### config.mk
export PLATFORM = sky130hd
export DESIGN_NAME = tl_memory_controller_master
export DESIGN_NICKNAME = d
export VERILOG_FILES = /design/src/hw/tl_mem_pkg.sv /design/src/hw/tl_memory_controller_master.sv
export VERILOG_INCLUDE_DIRS = /design/src /design/src/include
export SDC_FILE = /design/constraint.sdc
export NUM_CORES = 1
export LEC_CHECK = 0
export ABC_CLOCK_PERIOD_IN_PS = 3400
export BUFFER_PORTS_ARGS = -buffer_cell sky130_fd_sc_hd__buf_2
export CORE_ASPECT_RATIO = 1.2
export CORE_MARGIN = 3
export CORE_UTILIZATION = 47
export CTS_CLUSTER_DIAMETER = 60
export CTS_CLUSTER_SIZE = 40
export DETAILED_ROUTE_END_ITERATION = 7
export GPL_ROUTABILITY_DRIVEN = 0
export GPL_TIMING_DRIVEN = 0
export PLACE_DENSITY = 0.92
export SLEW_MARGIN = 15
export SYNTH_ARGS = -nofsm -noshare
export SYNTH_HDL_FRONTEND = slang
export SYNTH_SLANG_ARGS = --single-unit
### constraint.sdc
create_clock -name clk_i -period 3.4 [get_ports clk_i]
set_input_delay 0.68 -clock clk_i [delete_from_list [all_inputs] [get_ports clk_i]]
set_output_delay 0.68 -clock clk_i [all_outputs]
set_load 0.005 [all_outputs]
### src/include/tl_mem_defs.svh
`ifndef TL_MEM_DEFS_SVH
`define TL_MEM_DEFS_SVH

// bytes carried on the TL-UL data bus.
`define TL_DATA_BYTES 4

// width of a byte address.
`define TL_ADDR_WIDTH 32

// words held by the RAM. An address at or above 4 * this is out of range.
`define TL_RAM_WORDS 256

`endif

### src/hw/tl_mem_pkg.sv
`include "tl_mem_defs.svh"

package tl_mem_pkg;

	// access sizes as seen on the processor memory port.
	typedef enum logic [1:0] {
		MEM_ACCESS_SIZE_BYTE,
		MEM_ACCESS_SIZE_HALF,
		MEM_ACCESS_SIZE_WORD
	} mem_access_size_t;

	// **************************************************************************
	// TL-UL opcodes
	// **************************************************************************

	typedef enum logic [2:0] {
		TL_CHANNEL_A_OPCODE_PUT_FULL_DATA    = 3'd0,
		TL_CHANNEL_A_OPCODE_PUT_PARTIAL_DATA = 3'd1,
		TL_CHANNEL_A_OPCODE_GET              = 3'd4
	} tl_a_opcode_t;

	typedef enum logic [2:0] {
		TL_CHANNEL_D_OPCODE_ACCESS_ACK      = 3'd0,
		TL_CHANNEL_D_OPCODE_ACCESS_ACK_DATA = 3'd1
	} tl_d_opcode_t;

	// **************************************************************************
	// widths
	// **************************************************************************

	// log2 of the number of bytes in a transfer.
	typedef logic [1:0] tl_size_t;

	typedef logic [`TL_ADDR_WIDTH-1:0] tl_addr_t;
	typedef logic [8*`TL_DATA_BYTES-1:0] tl_data_t;
	typedef logic [`TL_DATA_BYTES-1:0] tl_mask_t;

	// word index into the RAM.
	typedef logic [$clog2(`TL_RAM_WORDS)-1:0] ram_index_t;

endpackage

### src/hw/tl_memory_controller_master.sv
`timescale 1ns/100ps

module tl_memory_controller_master (
	input  logic                         clk_i,
	input  logic                         reset_i,
	input  logic                         rd_enable,
	input  tl_mem_pkg::tl_addr_t         rd_addr,
	input  tl_mem_pkg::mem_access_size_t rd_size,
	input  logic                         wr_enable,
	input  tl_mem_pkg::tl_addr_t         wr_addr,
	input  tl_mem_pkg::mem_access_size_t wr_size,
	input  tl_mem_pkg::tl_data_t         wr_data,
	output logic                         busy,
	output tl_mem_pkg::tl_data_t         rd_data,
	output logic                         err,
	output logic                         a_valid,
	input  logic                         a_ready,
	output tl_mem_pkg::tl_a_opcode_t     a_opcode,
	output logic [2:0]                   a_param,
	output tl_mem_pkg::tl_size_t         a_size,
	output tl_mem_pkg::tl_addr_t         a_address,
	output tl_mem_pkg::tl_mask_t         a_mask,
	output tl_mem_pkg::tl_data_t         a_data,
	input  logic                         d_valid,
	output logic                         d_ready,
	input  tl_mem_pkg::tl_d_opcode_t     d_opcode,
	input  tl_mem_pkg::tl_size_t         d_size,
	input  logic                         d_denied,
	input  tl_mem_pkg::tl_data_t         d_data
);
	import tl_mem_pkg::*;

	localparam int offset_bits = $clog2($bits(tl_mask_t));

	typedef enum logic [1:0] {
		READY,
		DO_GET,
		DO_PUT_FULL_DATA,
		DO_PUT_PARTIAL_DATA
	} state_t;

	state_t state, next_state;

	logic                   a_pending;
	logic                   start;
	logic                   resp_done;
	tl_d_opcode_t           expected_opcode;
	tl_addr_t               sel_addr;
	mem_access_size_t       sel_size;
	logic [offset_bits-1:0] sel_offset;
	tl_size_t               req_size;
	logic [offset_bits-1:0] req_offset;
	tl_addr_t               req_address;
	tl_mask_t               req_mask;
	tl_data_t               req_data;
	tl_data_t               shifted_data;
	tl_data_t               return_data;

	function automatic tl_size_t size_to_tl_size(mem_access_size_t size);
		case (size)
			MEM_ACCESS_SIZE_BYTE: return tl_size_t'(0);
			MEM_ACCESS_SIZE_HALF: return tl_size_t'(1);
			default:              return tl_size_t'(2);
		endcase
	endfunction

	function automatic tl_mask_t size_to_mask(mem_access_size_t size);
		case (size)
			MEM_ACCESS_SIZE_BYTE: return tl_mask_t'(1);
			MEM_ACCESS_SIZE_HALF: return tl_mask_t'(3);
			default:              return '1;
		endcase
	endfunction

	// low address bits that the access size cannot use are dropped here.
	function automatic logic [offset_bits-1:0] lane_offset(tl_addr_t addr, mem_access_size_t size);
		logic [offset_bits-1:0] offset;
		offset = addr[offset_bits-1:0];
		case (size)
			MEM_ACCESS_SIZE_BYTE: return offset;
			MEM_ACCESS_SIZE_HALF: return {offset[offset_bits-1:1], 1'b0};
			default:              return '0;
		endcase
	endfunction

	// **************************************************************************
	// request capture
	// **************************************************************************

	assign start      = (state == READY) && (rd_enable || wr_enable);
	assign sel_addr   = rd_enable ? rd_addr : wr_addr;
	assign sel_size   = rd_enable ? rd_size : wr_size;
	assign sel_offset = lane_offset(sel_addr, sel_size);

	always_ff @(posedge clk_i) begin
		if (start) begin
			req_size    <= size_to_tl_size(sel_size);
			req_offset  <= sel_offset;
			req_address <= {sel_addr[$bits(tl_addr_t)-1:offset_bits], sel_offset};
			req_mask    <= size_to_mask(sel_size) << sel_offset;
			req_data    <= rd_enable ? '0 : wr_data << {sel_offset, 3'b000};
		end
	end

	always_comb begin
		next_state = state;
		case (state)
			READY: begin
				if (rd_enable) begin
					next_state = DO_GET;
				end else if (wr_enable) begin
					if (wr_size == MEM_ACCESS_SIZE_WORD) begin
						next_state = DO_PUT_FULL_DATA;
					end else begin
						next_state = DO_PUT_PARTIAL_DATA;
					end
				end
			end
			default: begin
				if (resp_done) begin
					next_state = READY;
				end
			end
		endcase
	end

	always_ff @(posedge clk_i) begin
		if (reset_i) begin
			state     <= READY;
			a_pending <= 1'b0;
		end else begin
			state <= next_state;
			if (start) begin
				a_pending <= 1'b1;
			end else if (a_valid && a_ready) begin
				a_pending <= 1'b0;
			end
		end
	end

	// **************************************************************************
	// A channel
	// **************************************************************************

	assign busy      = state != READY;
	assign a_valid   = a_pending;
	assign a_param   = '0;
	assign a_size    = req_size;
	assign a_address = req_address;
	assign a_mask    = req_mask;
	assign a_data    = req_data;

	always_comb begin
		case (state)
			DO_PUT_FULL_DATA:    a_opcode = TL_CHANNEL_A_OPCODE_PUT_FULL_DATA;
			DO_PUT_PARTIAL_DATA: a_opcode = TL_CHANNEL_A_OPCODE_PUT_PARTIAL_DATA;
			default:             a_opcode = TL_CHANNEL_A_OPCODE_GET;
		endcase
	end

	// **************************************************************************
	// response return
	// **************************************************************************

	// the response is only taken once the request has left on the A channel.
	assign d_ready = busy && !a_pending;

	assign expected_opcode = (state == DO_GET) ? TL_CHANNEL_D_OPCODE_ACCESS_ACK_DATA :
		TL_CHANNEL_D_OPCODE_ACCESS_ACK;
	assign resp_done = d_valid && d_ready && (d_opcode == expected_opcode) && (d_size == req_size);

	assign shifted_data = d_data >> {req_offset, 3'b000};

	always_comb begin
		case (req_size)
			tl_size_t'(0): return_data = shifted_data & tl_data_t'(8'hff);
			tl_size_t'(1): return_data = shifted_data & tl_data_t'(16'hffff);
			default:       return_data = shifted_data;
		endcase
	end

	always_ff @(posedge clk_i) begin
		if (reset_i) begin
			rd_data <= '0;
			err     <= 1'b0;
		end else if (resp_done) begin
			rd_data <= return_data;
			err     <= d_denied;
		end
	end

endmodule

==> run metrics <==
status finished, final reports clean; Antenna Cells 0; data arrival at the endpoint of the critical path 2.29 ns; reported leakage power 0.00313 uW; quantity of gates resized following cts 0; setup bufs post-CTS 0; met3 layer usage reported by global route 0.0773; layer carrying the most global-route usage met2; highest ir drop seen on vdd 0.000298 V; PortBufs 251; via count of the routed design 4771; buffer cell driving the clock tree root sky130_fd_sc_hd__clkbuf_16; fill cell count 851; library cells used by synthesis 47; share of flip-flops with an asynchronous set or reset 0; WL final 16.2 mm; clock insertion delay at the later pin of the skew report 0.34 ns; nets 882; Post-Layout Cell Count 872; Routed WL per cell 18.6 um; total count of max-transition violations in the final report 0; Fmax 443 MHz; type of the most critical hold path register to register; global-route wire length before repair 23.7 mm; tightest hold margin 0.474 ns; Post-synth EDFFs 70; leftover overflow at the end of global routing 0; kind of capture point of the worst setup path register; hold_buf cts 0; Mean Syn Cell Area 11.2 um^2; row count 41; met1 usage in global routing 0.276; setup violation total in the final timing report 0; Synth-to-Final Area Change 32.9%; worst-path maximum fanout 38; synthesized instance count 472; Setup Crit Path Kind input port to register; clock tree from TritonCTS yes; floorplan die height 122 um; number of placed instances, taps included 856; Layout Skew 0.00734 ns; Iteration-0 DRC Markers 257; Die Area 12600 um^2; data required time of the worst path 3.43 ns; clock transition at the registers of the reported paths 0.07 ns; fraction of layout cells with a size suffix above 1 0.472; RSZ-0062 raised after global routing no; Horiz. Die Dim 103 um; number of maximum-capacitance violations 0; met2 Use GR 0.445; H-tree depth 3; Most used DFF post-synth sky130_fd_sc_hd__edfxtp_1; area of the placeable core 10800 um^2; router iterations before antenna repair 6; count of unresolved DRC violations after routing 0; remaining antenna violation count after routing 0; Tightest Pin Transition 0.502 ns; buffers from clock root to sink, at most 2; clock sink count 106; final period demand of the worst path 2.26 ns; worst slew slack as a fraction of its limit 0.664; Pwr per Cell Area 490 nW/um^2; Yosys warning count 0; number of antenna violations at the first check in global routing 1; synthesized area 5290 um^2; number of global-route vias before repair 4716; Setup crit start kind input port; highest-count cells in the layout ignoring fill and taps sky130_fd_sc_hd__buf_2 (266), sky130_fd_sc_hd__edfxtp_1 (70), sky130_fd_sc_hd__nand2_1 (48); DR vias/cell 5.47; TritonCTS Buffers 9; Final HPWL DP 12.7 mm; number of primary I/O pins 256; final hold violation count 0; largest net degree at the start of global routing 39; share of the clock period used by the worst path after layout 0.663; sequential share of the synthesized area 0.533; initial core utilization 0.491; most common library cell in the layout ignoring fill and taps sky130_fd_sc_hd__buf_2; post-synthesis register bit count 106; total routing resource utilization after global routing 0.250
==> registers in the layout (all words and copies together), names as in the netlist <==
register / count
a_address: 31
a_data: 32
a_mask: 4
a_size: 2
a_valid: 1
err: 1
rd_data: 32
req_offset: 1
state: 2
==> cells in the mapped netlist, drive strengths merged, types with 8 or more instances <==
library cell	n	area, um^2
nor2	12	45.0
clkbuf	11	41.3
mux2i	25	250
o2bb2ai	8	70.1
buf	30	184
nor2b	26	163
o21ai	58	302
a21oi	19	95.1
nand3	9	45.0
and3	8	50.1
dfxtp	36	721
o2111ai	8	70.1
o31ai	16	120
or3	8	50.1
edfxtp	70	2100
mux2	48	544
nand2	49	186
==> final cells by class <==
cell class / instances / area, um^2 / share of cell area
Sequential cell: 106 / 2820 / 0.401
Buffer: 41 / 225 / 0.0320
Multi-Input combinational cell: 323 / 2240 / 0.318
Tap cell: 129 / 161 / 0.0229
Clock buffer: 9 / 225 / 0.0320
Timing Repair Buffer: 252 / 1280 / 0.181
Inverter: 5 / 21.3 / 0.00302
Clock inverter: 7 / 67.6 / 0.00960
==> critical path, stage by stage <==
cell	delay [ns]
sky130_fd_sc_hd__buf_2	0.12
sky130_fd_sc_hd__buf_2	0.21
sky130_fd_sc_hd__clkbuf_1	0.38
sky130_fd_sc_hd__o21bai_1	0.22
sky130_fd_sc_hd__inv_4	0.37
sky130_fd_sc_hd__buf_12	0.29
==> path summary, 6_finish.rpt <==
path | slack [ns] | cells past startpoint | endpoint | start
min reg2reg | 0.47 | 2 | rd_data[7] | rd_data[7]
max reg2reg | 1.46 | 5 | rd_data[5] | a_size[1]
max | 1.14 | 6 | a_address[2] | rd_enable
min | 0.47 | 2 | rd_data[7] | rd_data[7]
==> through the flow <==
stage / TNS, ns / utilization / cell area (um^2) / total power [uW] / worst slack (ns)
floorplan: 0 / - / 5310 / 2070 / 0.416
CTS: 0 / 0.653 / 7040 / 3480 / 1.16
detailed placement: 0 / 0.626 / 6750 / 2450 / 0.793
global placement: -35.16 / 0.624 / 6720 / 2430 / -0.501
finish: 0 / 0.653 / 7040 / 3450 / 1.14
global route: 0 / 0.653 / 7040 / 3600 / 1.02
==> cell families (layout without fill, tap and decap cells) <==
family	after synthesis	count (layout)	share of synthesized area
other	1	4	0.000708
xor gates and xnor gates	4	4	0.0116
and+or+nand+nor	126	126	0.123
AOI/OAI and AO/OA	116	116	0.135
muxes	73	73	0.150
DFF	106	106	0.533
buffers and inverters	46	314	0.0461
==> routing by layer <==
metal  routed length (um)  vias to the layer above
li1                     -                     2253
met1                 5780                     2221
met2                 8390                      268
met3                 1690                       27
met4                  351                        2
met5                    7                        -
==> report_power, final <==
| part | internal [uW] | leakage [uW] | switching (uW) |
|---|---|---|---|
| registers | 1580 | 0.000986 | 53.8 |
| clock network | 569 | 0.000141 | 456 |
| logic | 343 | 0.00201 | 451 |
No activity file was read; power rests on OpenSTA's default activity.
