--- src/include/tl_mem_defs.svh ---
`ifndef TL_MEM_DEFS_SVH
`define TL_MEM_DEFS_SVH

// bytes carried on the TL-UL data bus.
`define TL_DATA_BYTES 4

// width of a byte address.
`define TL_ADDR_WIDTH 32

// words held by the RAM. An address at or above 4 * this is out of range.
`define TL_RAM_WORDS 256

`endif

--- src/hw/tl_mem_pkg.sv ---
`include "tl_mem_defs.svh"

package tl_mem_pkg;

	// access sizes as seen on the processor memory port.
	typedef enum logic [1:0] {
		MEM_ACCESS_SIZE_BYTE,
		MEM_ACCESS_SIZE_HALF,
		MEM_ACCESS_SIZE_WORD
	} mem_access_size_t;

	// **************************************************************************
	// TL-UL opcodes
	// **************************************************************************

	typedef enum logic [2:0] {
		TL_CHANNEL_A_OPCODE_PUT_FULL_DATA    = 3'd0,
		TL_CHANNEL_A_OPCODE_PUT_PARTIAL_DATA = 3'd1,
		TL_CHANNEL_A_OPCODE_GET              = 3'd4
	} tl_a_opcode_t;

	typedef enum logic [2:0] {
		TL_CHANNEL_D_OPCODE_ACCESS_ACK      = 3'd0,
		TL_CHANNEL_D_OPCODE_ACCESS_ACK_DATA = 3'd1
	} tl_d_opcode_t;

	// **************************************************************************
	// widths
	// **************************************************************************

	// log2 of the number of bytes in a transfer.
	typedef logic [1:0] tl_size_t;

	typedef logic [`TL_ADDR_WIDTH-1:0] tl_addr_t;
	typedef logic [8*`TL_DATA_BYTES-1:0] tl_data_t;
	typedef logic [`TL_DATA_BYTES-1:0] tl_mask_t;

	// word index into the RAM.
	typedef logic [$clog2(`TL_RAM_WORDS)-1:0] ram_index_t;

endpackage

--- src/hw/tl_ram_slave.sv ---
`timescale 1ns/100ps
`include "tl_mem_defs.svh"

module tl_ram_slave (
	input  logic                     clk_i,
	input  logic                     reset_i,
	input  logic                     a_valid,
	output logic                     a_ready,
	input  tl_mem_pkg::tl_a_opcode_t a_opcode,
	input  logic [2:0]               a_param,
	input  tl_mem_pkg::tl_size_t     a_size,
	input  tl_mem_pkg::tl_addr_t     a_address,
	input  tl_mem_pkg::tl_mask_t     a_mask,
	input  tl_mem_pkg::tl_data_t     a_data,
	output logic                     d_valid,
	input  logic                     d_ready,
	output tl_mem_pkg::tl_d_opcode_t d_opcode,
	output tl_mem_pkg::tl_size_t     d_size,
	output logic                     d_denied,
	output tl_mem_pkg::tl_data_t     d_data,
	output tl_mem_pkg::ram_index_t   ram_index,
	output logic                     ram_wr_en,
	output tl_mem_pkg::tl_mask_t     ram_byte_en,
	output tl_mem_pkg::tl_data_t     ram_wr_data,
	input  tl_mem_pkg::tl_data_t     ram_rd_data
);
	import tl_mem_pkg::*;

	localparam int offset_bits = $clog2(`TL_DATA_BYTES);
	localparam tl_addr_t ram_bytes = tl_addr_t'(`TL_RAM_WORDS * `TL_DATA_BYTES);

	typedef enum logic {
		IDLE,
		RESPOND
	} state_t;

	state_t     state;
	logic       a_fire;
	logic       a_is_get;
	logic       a_is_put;
	logic       a_legal;
	logic       resp_is_get;
	logic       resp_denied;
	tl_size_t   resp_size;
	ram_index_t resp_index;

	assign a_ready  = state == IDLE;
	assign a_fire   = a_valid && a_ready;
	assign a_is_get = a_opcode == TL_CHANNEL_A_OPCODE_GET;
	assign a_is_put = (a_opcode == TL_CHANNEL_A_OPCODE_PUT_FULL_DATA) ||
		(a_opcode == TL_CHANNEL_A_OPCODE_PUT_PARTIAL_DATA);

	// an address past the RAM or a malformed message is answered as denied.
	assign a_legal = (a_address < ram_bytes) && (a_param == '0) && (a_is_get || a_is_put);

	// **************************************************************************
	// RAM port
	// **************************************************************************

	// the index is held while responding so the read register keeps its word.
	assign ram_index   = a_ready ? a_address[offset_bits +: $bits(ram_index_t)] : resp_index;
	assign ram_wr_en   = a_fire && a_is_put && a_legal;
	assign ram_byte_en = a_mask;
	assign ram_wr_data = a_data;

	always_ff @(posedge clk_i) begin
		if (reset_i) begin
			state <= IDLE;
		end else begin
			case (state)
				IDLE:    if (a_fire) state <= RESPOND;
				RESPOND: if (d_ready) state <= IDLE;
				default: state <= IDLE;
			endcase
		end
	end

	always_ff @(posedge clk_i) begin
		if (a_fire) begin
			resp_is_get <= a_is_get;
			resp_denied <= !a_legal;
			resp_size   <= a_size;
			resp_index  <= a_address[offset_bits +: $bits(ram_index_t)];
		end
	end

	// **************************************************************************
	// D channel
	// **************************************************************************

	assign d_valid  = state == RESPOND;
	assign d_opcode = resp_is_get ? TL_CHANNEL_D_OPCODE_ACCESS_ACK_DATA :
		TL_CHANNEL_D_OPCODE_ACCESS_ACK;
	assign d_size   = resp_size;
	assign d_denied = resp_denied;
	assign d_data   = (resp_is_get && !resp_denied) ? ram_rd_data : '0;

endmodule

--- config.mk ---
export PLATFORM = sky130hd
export DESIGN_NAME = tl_ram_slave
export DESIGN_NICKNAME = d
export VERILOG_FILES = /design/src/hw/tl_mem_pkg.sv /design/src/hw/tl_ram_slave.sv
export VERILOG_INCLUDE_DIRS = /design/src /design/src/include
export SDC_FILE = /design/constraint.sdc
export NUM_CORES = 1
export LEC_CHECK = 0
export BUFFER_PORTS_ARGS = -buffer_cell sky130_fd_sc_hd__buf_2
export CAP_MARGIN = 20
export CORE_AREA = 2 2 77 79
export DETAILED_ROUTE_END_ITERATION = 16
export DIE_AREA = 0 0 79 81
export PLACE_DENSITY = 0.59
export SKIP_LAST_GASP = 1
export SLEW_MARGIN = 20
export SYNTH_ARGS = -nofsm -noshare
export SYNTH_HDL_FRONTEND = slang
export SYNTH_SLANG_ARGS = --single-unit
--- constraint.sdc ---
create_clock -name clk_i -period 4.35 [get_ports clk_i]
set_clock_uncertainty 0.2 [all_clocks]
set_input_delay 0.435 -clock clk_i [delete_from_list [all_inputs] [get_ports clk_i]]
set_output_delay 0.435 -clock clk_i [all_outputs]
set_load 0.02 [all_outputs]
==> results of run 1 <==
## worst reg2reg max path: stages (launching register included)
cell,delay [ns]
dfxtp_1,0.63
nor2b_1,0.13
buf_4,0.22
## metrics by stage
stage | power [mW] | area, um^2 | util (%) | setup slack (ns)
floorplan | 0.236 | 1100 | - | 1.90
global placement | 0.231 | 1500 | 26.5 | 2.21
detailed placement | 0.232 | 1500 | 26.5 | 2.22
CTS | 0.343 | 1550 | 27.3 | 2.21
global route | 0.355 | 1550 | 27.3 | 2.06
finish | 0.337 | 1550 | 27.3 | 2.22
## path summary, 6_finish.rpt
kind / from / to / slack [ns] / cells after the start
max: a_address[10] / ram_wr_en / 2.22 / 4
min: reset_i / d_valid / 0.15 / 2
max reg2reg: d_valid / resp_index[0] / 2.91 / 2
min reg2reg: d_valid / d_valid / 0.52 / 2
## cells by family (layout without fill, tap and decap cells)
family	Yosys count	in the layout
AND/OR/NAND/NOR	48	48
buffers and inverters	44	127
flip-flops	13	13
multiplexers	8	8
AO/OA/AOI/OAI	2	2
other	1	2
## per-layer routing
| layer | vias up | global-route usage [%] | part of all wire, % |
|---|---|---|---|
| li1 | 515 | - | - |
| met2 | 87 | 12.4 | 47 |
| met1 | 436 | 9.71 | 39 |
| met5 | - | 0 | 0 |
| met4 | 0 | 3.79 | 0.94 |
| met3 | 2 | 3.11 | 13 |
## power by group through the flow
stage	combinational, mW	clock (mW)	sequential, mW
CTS	0.0803	0.113	0.150
detailed placement	0.0800	0	0.152
floorplan	0.0840	0	0.152
global placement	0.0792	0	0.152
global route	0.0867	0.118	0.151
finish	0.0792	0.108	0.150
## layout by cell type (no fill, tap or decap), types with 2 or more instances in the layout
master and count:
a211oi_1 2, and2_1 32, buf_2 120, buf_4 2, clkbuf_8 3, conb_1 2, edfxtp_1 12, mux2_2 8
nand2_1 2, nor2_1 2, nor2b_1 2, nor4_1 6
## registers in the layout, indices dropped and copies added, names as in the netlist
register / count
d_denied: 1
resp_index: 8
d_size: 2
resp_is_get: 1
d_valid: 1
## cell type report
| cell class | count | area (um^2) |
|---|---|---|
| timing repair buffer | 122 | 616 |
| clock buffer | 4 | 45.0 |
| multi-input combinational | 60 | 409 |
| inverter | 1 | 3.75 |
| sequential | 13 | 380 |
| tap | 75 | 93.8 |
| fill | 615 | 4130 |
==> results.md, run 1 <==
- WP data arrival: ~1.5 ns
- Number of synthesized flops with an enable pin: 12
- FMAX: 0.469 GHz
- Tcrit/Tclk final: 49.1%
- Slowest CP cell: or4_4
- Average size of a mapped cell: 9.47 um^2
- Detail Placement HPWL: 2400 um
- Cells after synthesis: 116
- Skew-Pair Late Insertion Delay: 0.24 ns
- Area fraction of the dominant cell type after synthesis: 32.8%
- Routed len/inst: approximately 10 um
- Die ar.: 6400 um^2
- # DRC: 0
- Peak supply drop: 0.000116 V
- Seq cells post-synth: 13
- Leakage power: slightly above 0.8 nW
- Die width: 79 um
- Sequential area share after synthesis: 34.6%
- Distinct cell type count after synthesis: 18
- First-pass GRT wire length: between 3000 and 4000 um
- Gr ovfl total: 0
- Critical Path Sink Type: output pin
- CTS Buf Count: 3
- Synth area leaders: edfxtp_1 33%, buf_4 27%, and2_1 18%
- Switch share: 25.5%
- Worst path bufs/invs: 2
- Vias in the first global route: 869
- Endpoints failing hold: 0
- Post-CTS setup buffers: 0
- Area Growth Syn to Fin: 40.9%
- Leading area contributor after synthesis: edfxtp_1
- Largest net degree at the start of global routing: 33
- Slew Viols, Final: 0
- Most common cell in the netlist: buf_4
- Flop pwr share: 44.4%
- Post-Synth XOR/XNOR Area: 0%
- Htree depth: 1
- Number of max-cap violations: 0
- Num rows: 28
- Num ports: around 200
- Endpoints failing setup: 0
- Antenna cells: 0
- Tightest Hold Check Type: input port to register
- Clk slew on worst S/H paths: 0.06 ns
- Placed cell count: around 270
- CTS resizes: 0
- Post-synth top flop: edfxtp_1
- Mux contribution to synthesized area: 8.20%
- CTS Hold Bufs: 0
- Clock period minus worst slack: 2.13 ns
- CP Launch Type: input port
- Post-synthesis compound-gate area fraction: 1.37%
- Post-Synth Adder-Cell Area: 0%
- Routed vias: 1040
- Post-synth top cells: 39 x buf_4, 32 x and2_1, 12 x edfxtp_1
- Cell mode on critical path: buf_2
- CP required: around 3.7 ns
- Hold WS: 0.154 ns
- Synth Warn #: 0
- Main combinational cell family by area after synthesis: buffers and inverters
- Cell-internal power: between 0.2 and 0.3 mW
- TritonCTS Sinks: 13
- PD cells: 218 nW/um^2
- Sw power: 0.0858 mW
- Routed wire length: 2870 um
- Buffers on Ports: 120
- Die height: 81 um
- Initial antenna violation count: 0
- Core Region: 5680 um^2
- Via-to-Cell Ratio: 3.78
- GRT Total Usage: under 10%
- Setup TNS: 0 ns
- Worst path cell trace: buf_2 > or4_4 > nor4_1 > buf_2
- Slowest Stage Delay on Critical Path: 0.52 ns
- Status: finished, final reports clean
- CP max FO: 2
- Initial DRT Pass Iterations: 4
- Non-Filler Instances: between 200 and 300
- Mapped cell area: ~1100 um^2
- Logic pwr share: 23.5%
- Fraction of layout cells with a size suffix above 1: between 60% and 70%
- CP top delay family: simple AND/OR/NAND/NOR gates
- Nets: around 310
- Ys async rst share: 0%
- ANT nets after route: 0
- Initial core utilization: between 10% and 20%
- Placer Congestion: between 0.7 and 0.8
- Root Driver: clkbuf_8
- Slew margin rel.: between 60 and 70%
- Clock share of power: 32.1%
- Post-synthesis simple-gate area fraction: 27.0%
- RSZ-0062 raised after global routing: no
- CP Class: input port to output pin
- Clock Tree Buf Depth: 2
- 1st-iter DRT viols: 18
- Worst Max-Slew Pin Slew: 0.504 ns
- TritonCTS clock tree: yes
Power figures use the tool's default switching activity.
==> inputs of run 2 (changes only) <==
Settings changed: ABC_AREA set to 1, CORE_AREA 2 2 77 79 to 2 2 76 78, DIE_AREA 0 0 79 81 to 0 0 78 80, PLACE_DENSITY 0.59 to 0.65.
Clock period 4.35 ns to 1.85 ns, I/O delays scaled along.
==> results.md, run 2 <==
- Status: finished, final reports clean
- CP max FO: 32 (+30)
- Routed wire length: 3210 um (+12%)
- Nets: 392 (+25%)
- DR WL met3: 349 um (-5.4%)
- Finished Cell Area: 1770 um^2 (+14%)
- TritonCTS clock tree: yes
- Number of max-cap violations: 0 (unchanged)
- R2R Setup Slk: 0.27 ns (-2.64 ns)
- Most flop-heavy register: resp_index
- PD cells: 479 nW/um^2 (+120%)
- Die height: 80 um (-1.2%)
- Average size of a mapped cell: 6.59 um^2 (-30%)
- Main combinational cell family by area after synthesis: buffers and inverters
- Filler cells: 590 (-4.1%)
- Clock period minus worst slack: between 1.5 and 2 ns
- # DRC: 0 (unchanged)
- RSZ-0062 raised after global routing: no
- Multi-input logic area: 369 um^2 (-9.8%)
- Tcrit/Tclk final: 89.2%
- Setup WS post-layout: 0.201 ns (-2.02 ns)
- Initial antenna violation count: 0 (unchanged)
- Post-synthesis compound-gate area fraction: 1.14% (-0.23 points)
- Antenna cells: 0 (unchanged)
- Peak supply drop: 0.000415 V (+260%)
- CP required: 1.46 ns (-2.25 ns)
- Post-synthesis simple-gate area fraction: 28.4% (+1.4 points)
- Distinct cell type count after synthesis: 18 (unchanged)
- Hold WS: 0.0442 ns (-0.110 ns)
- Setup slack after placement: 0.448 ns (-1.77 ns)
- TritonCTS Sinks: 13 (unchanged)
- Detail Placement HPWL: 2570 um (+7.3%)
- DR WL met2: 1650 um (+23%)
- Area Growth Syn to Fin: 46.4%
- Htree depth: 1 (unchanged)
- Root Driver: clkbuf_8
- Gr ovfl total: 0 (unchanged)
- CP Launch Type: register
- Ys async rst share: 0% (unchanged)
- WP data arrival: 1.26 ns (-0.24 ns)
- Core Region: 5410 um^2 (-4.8%)
- Vias in the first global route: 1256 (+45%)
- Most common cell in the netlist: nor2_1
- Cells after synthesis: 183 (+58%)
- Post-Route Utilization: 32.7% (+5.4 points)
- Highest metal used: met4
- Routed len/inst: 9.15 um (-12%)
- Num rows: 27 (-3.6%)
- Met1 Routed Length: 1140 um (+1.6%)
- Fraction of layout cells with a size suffix above 1: 46.2% (-21 points)
- Routed vias: 1316 (+27%)
- FMAX: 0.606 GHz
- Die ar.: 6240 um^2 (-2.5%)
- Area fraction of the dominant cell type after synthesis: 29.9% (-2.9 points)
- Leading area contributor after synthesis: edfxtp_1
- Num ports: 197 (unchanged)
- Tightest Hold Check Type: input port to register
- Endpoints failing hold: 0 (unchanged)
- Synth Warn #: 0 (unchanged)
- Largest net degree at the start of global routing: 33 (unchanged)
- Most frequent cells in the layout: 120 x buf_2, 47 x nor2_1, 35 x inv_1
- GRT Total Usage: 9.43% (+1.5 points)
- Critical Path Sink Type: output pin
- Buffers on Ports: 120 (unchanged)
- Mapped cell area: 1210 um^2 (+9.8%)
- Initial DRT Pass Iterations: 4 (unchanged)
- CP Class: register to output pin
- Clk slew on worst S/H paths: 0.05 ns (about the same)
- Post-synth top flop: edfxtp_1
- Sequential area share after synthesis: 31.5% (-3.1 points)
- 1st-iter DRT viols: 7 (-11)
- Placed instance area: 1600 um^2 (+6.5%)
- Setup TNS: 0 ns (unchanged)
- Slew Viols, Final: 0 (unchanged)
- Skew-Pair Late Insertion Delay: 0.24 ns (about the same)
- First-pass GRT wire length: 4800 um (+21%)
- Initial core utilization: 22.3% (+3.0 points)
- Endpoints failing setup: 0 (unchanged)
- Clock Tree Buf Depth: 2 (unchanged)
- Seq cells post-synth: 13 (unchanged)
- Mux contribution to synthesized area: 0% (-8.2 points)
- Number of flip-flops under the largest register name: 8 (unchanged)
- Synth area leaders: edfxtp_1 30%, buf_4 24%, nor2_1 15%
- ANT nets after route: 0 (unchanged)
- Post-Synth XOR/XNOR Area: 0% (unchanged)
- Most common cell after layout, fill and taps aside: buf_2
- Post-Synth Adder-Cell Area: 0% (unchanged)
- CTS Buf Count: 3 (unchanged)
- Die width: 78 um (-1.3%)
- Placer Congestion: 0.673 (-13%)
- Number of synthesized flops with an enable pin: 12 (unchanged)
- Post-synth top cells: 47 x nor2_1, 39 x buf_4, 35 x inv_1
- Via-to-Cell Ratio: 3.75 (-0.86%)
- Leakage power: 1.12 nW (+35%)
- Register area: 380 um^2 (unchanged)
## run 2: cell types whose count changed after synthesis, sizes merged, moves of 3 or more
cell,delta
nand2,+31
inv,+35
and2,-31
or2,+3
nor4,-6
mux2,-8
nor2,+45
## run 2: cell families (layout without fill, tap and decap cells)
family | after synthesis | after routing
buffers and inverters | 80 | 175
other | 1 | 2
AND/OR/NAND/NOR | 87 | 87
AO/OA/AOI/OAI | 2 | 2
flip-flops | 13 | 13
## run 2: repair_timing
| item | in CTS | in global routing |
|---|---|---|
| hold buffers | 12 | 0 |
| resized for setup | 0 | 0 |
| setup buffers | 0 | 0 |
| hold endpoints to repair | 11 | 0 |
## run 2: worst max-delay path, cell delays in order (launching register included)
cell,delay [ns]
edfxtp_1,0.38
inv_1,0.06
nand2_1,0.04
buf_4,0.22
nor2_1,0.14
buf_2,0.18
## run 2: final timing paths
kind                                  start  cells after the start       endpoint
worst max-delay path               d_denied                      5      d_data[4]
worst min-delay path            a_opcode[0]                      2    resp_is_get
worst max register to register      d_valid                      4        d_valid
worst min register to register      d_valid                      4  resp_index[4]
## run 2: layout make-up
class	instances	area share, %
sequential	13	21.5
multi-input combinational	91	20.9
clock buffer	4	2.55
tap	72	5.10
inverter	36	7.80
timing repair buffer	135	42.1
## run 2: layer usage
layer | track usage, % | vias to the layer above
met1 | 7.78 | 542
met2 | 20.0 | 84
met4 | 4.91 | 0
li1 | - | 676
met3 | 2.38 | 14
met5 | 0 | -
## run 2: power breakdown
part           total, mW  leakage (nW)  internal, mW  switching, mW
Sequential         0.347         0.122         0.342        0.00542
Clock              0.249        0.0228         0.152         0.0971
Combinational      0.249         0.977         0.118          0.131
## run 2: through the flow
stage                     power [mW]  cells
final                          0.845    351
after global routing           0.893    351
after CTS                      0.857    351
after detailed placement       0.584    335
after global placement         0.581    335
after floorplan                0.585    184
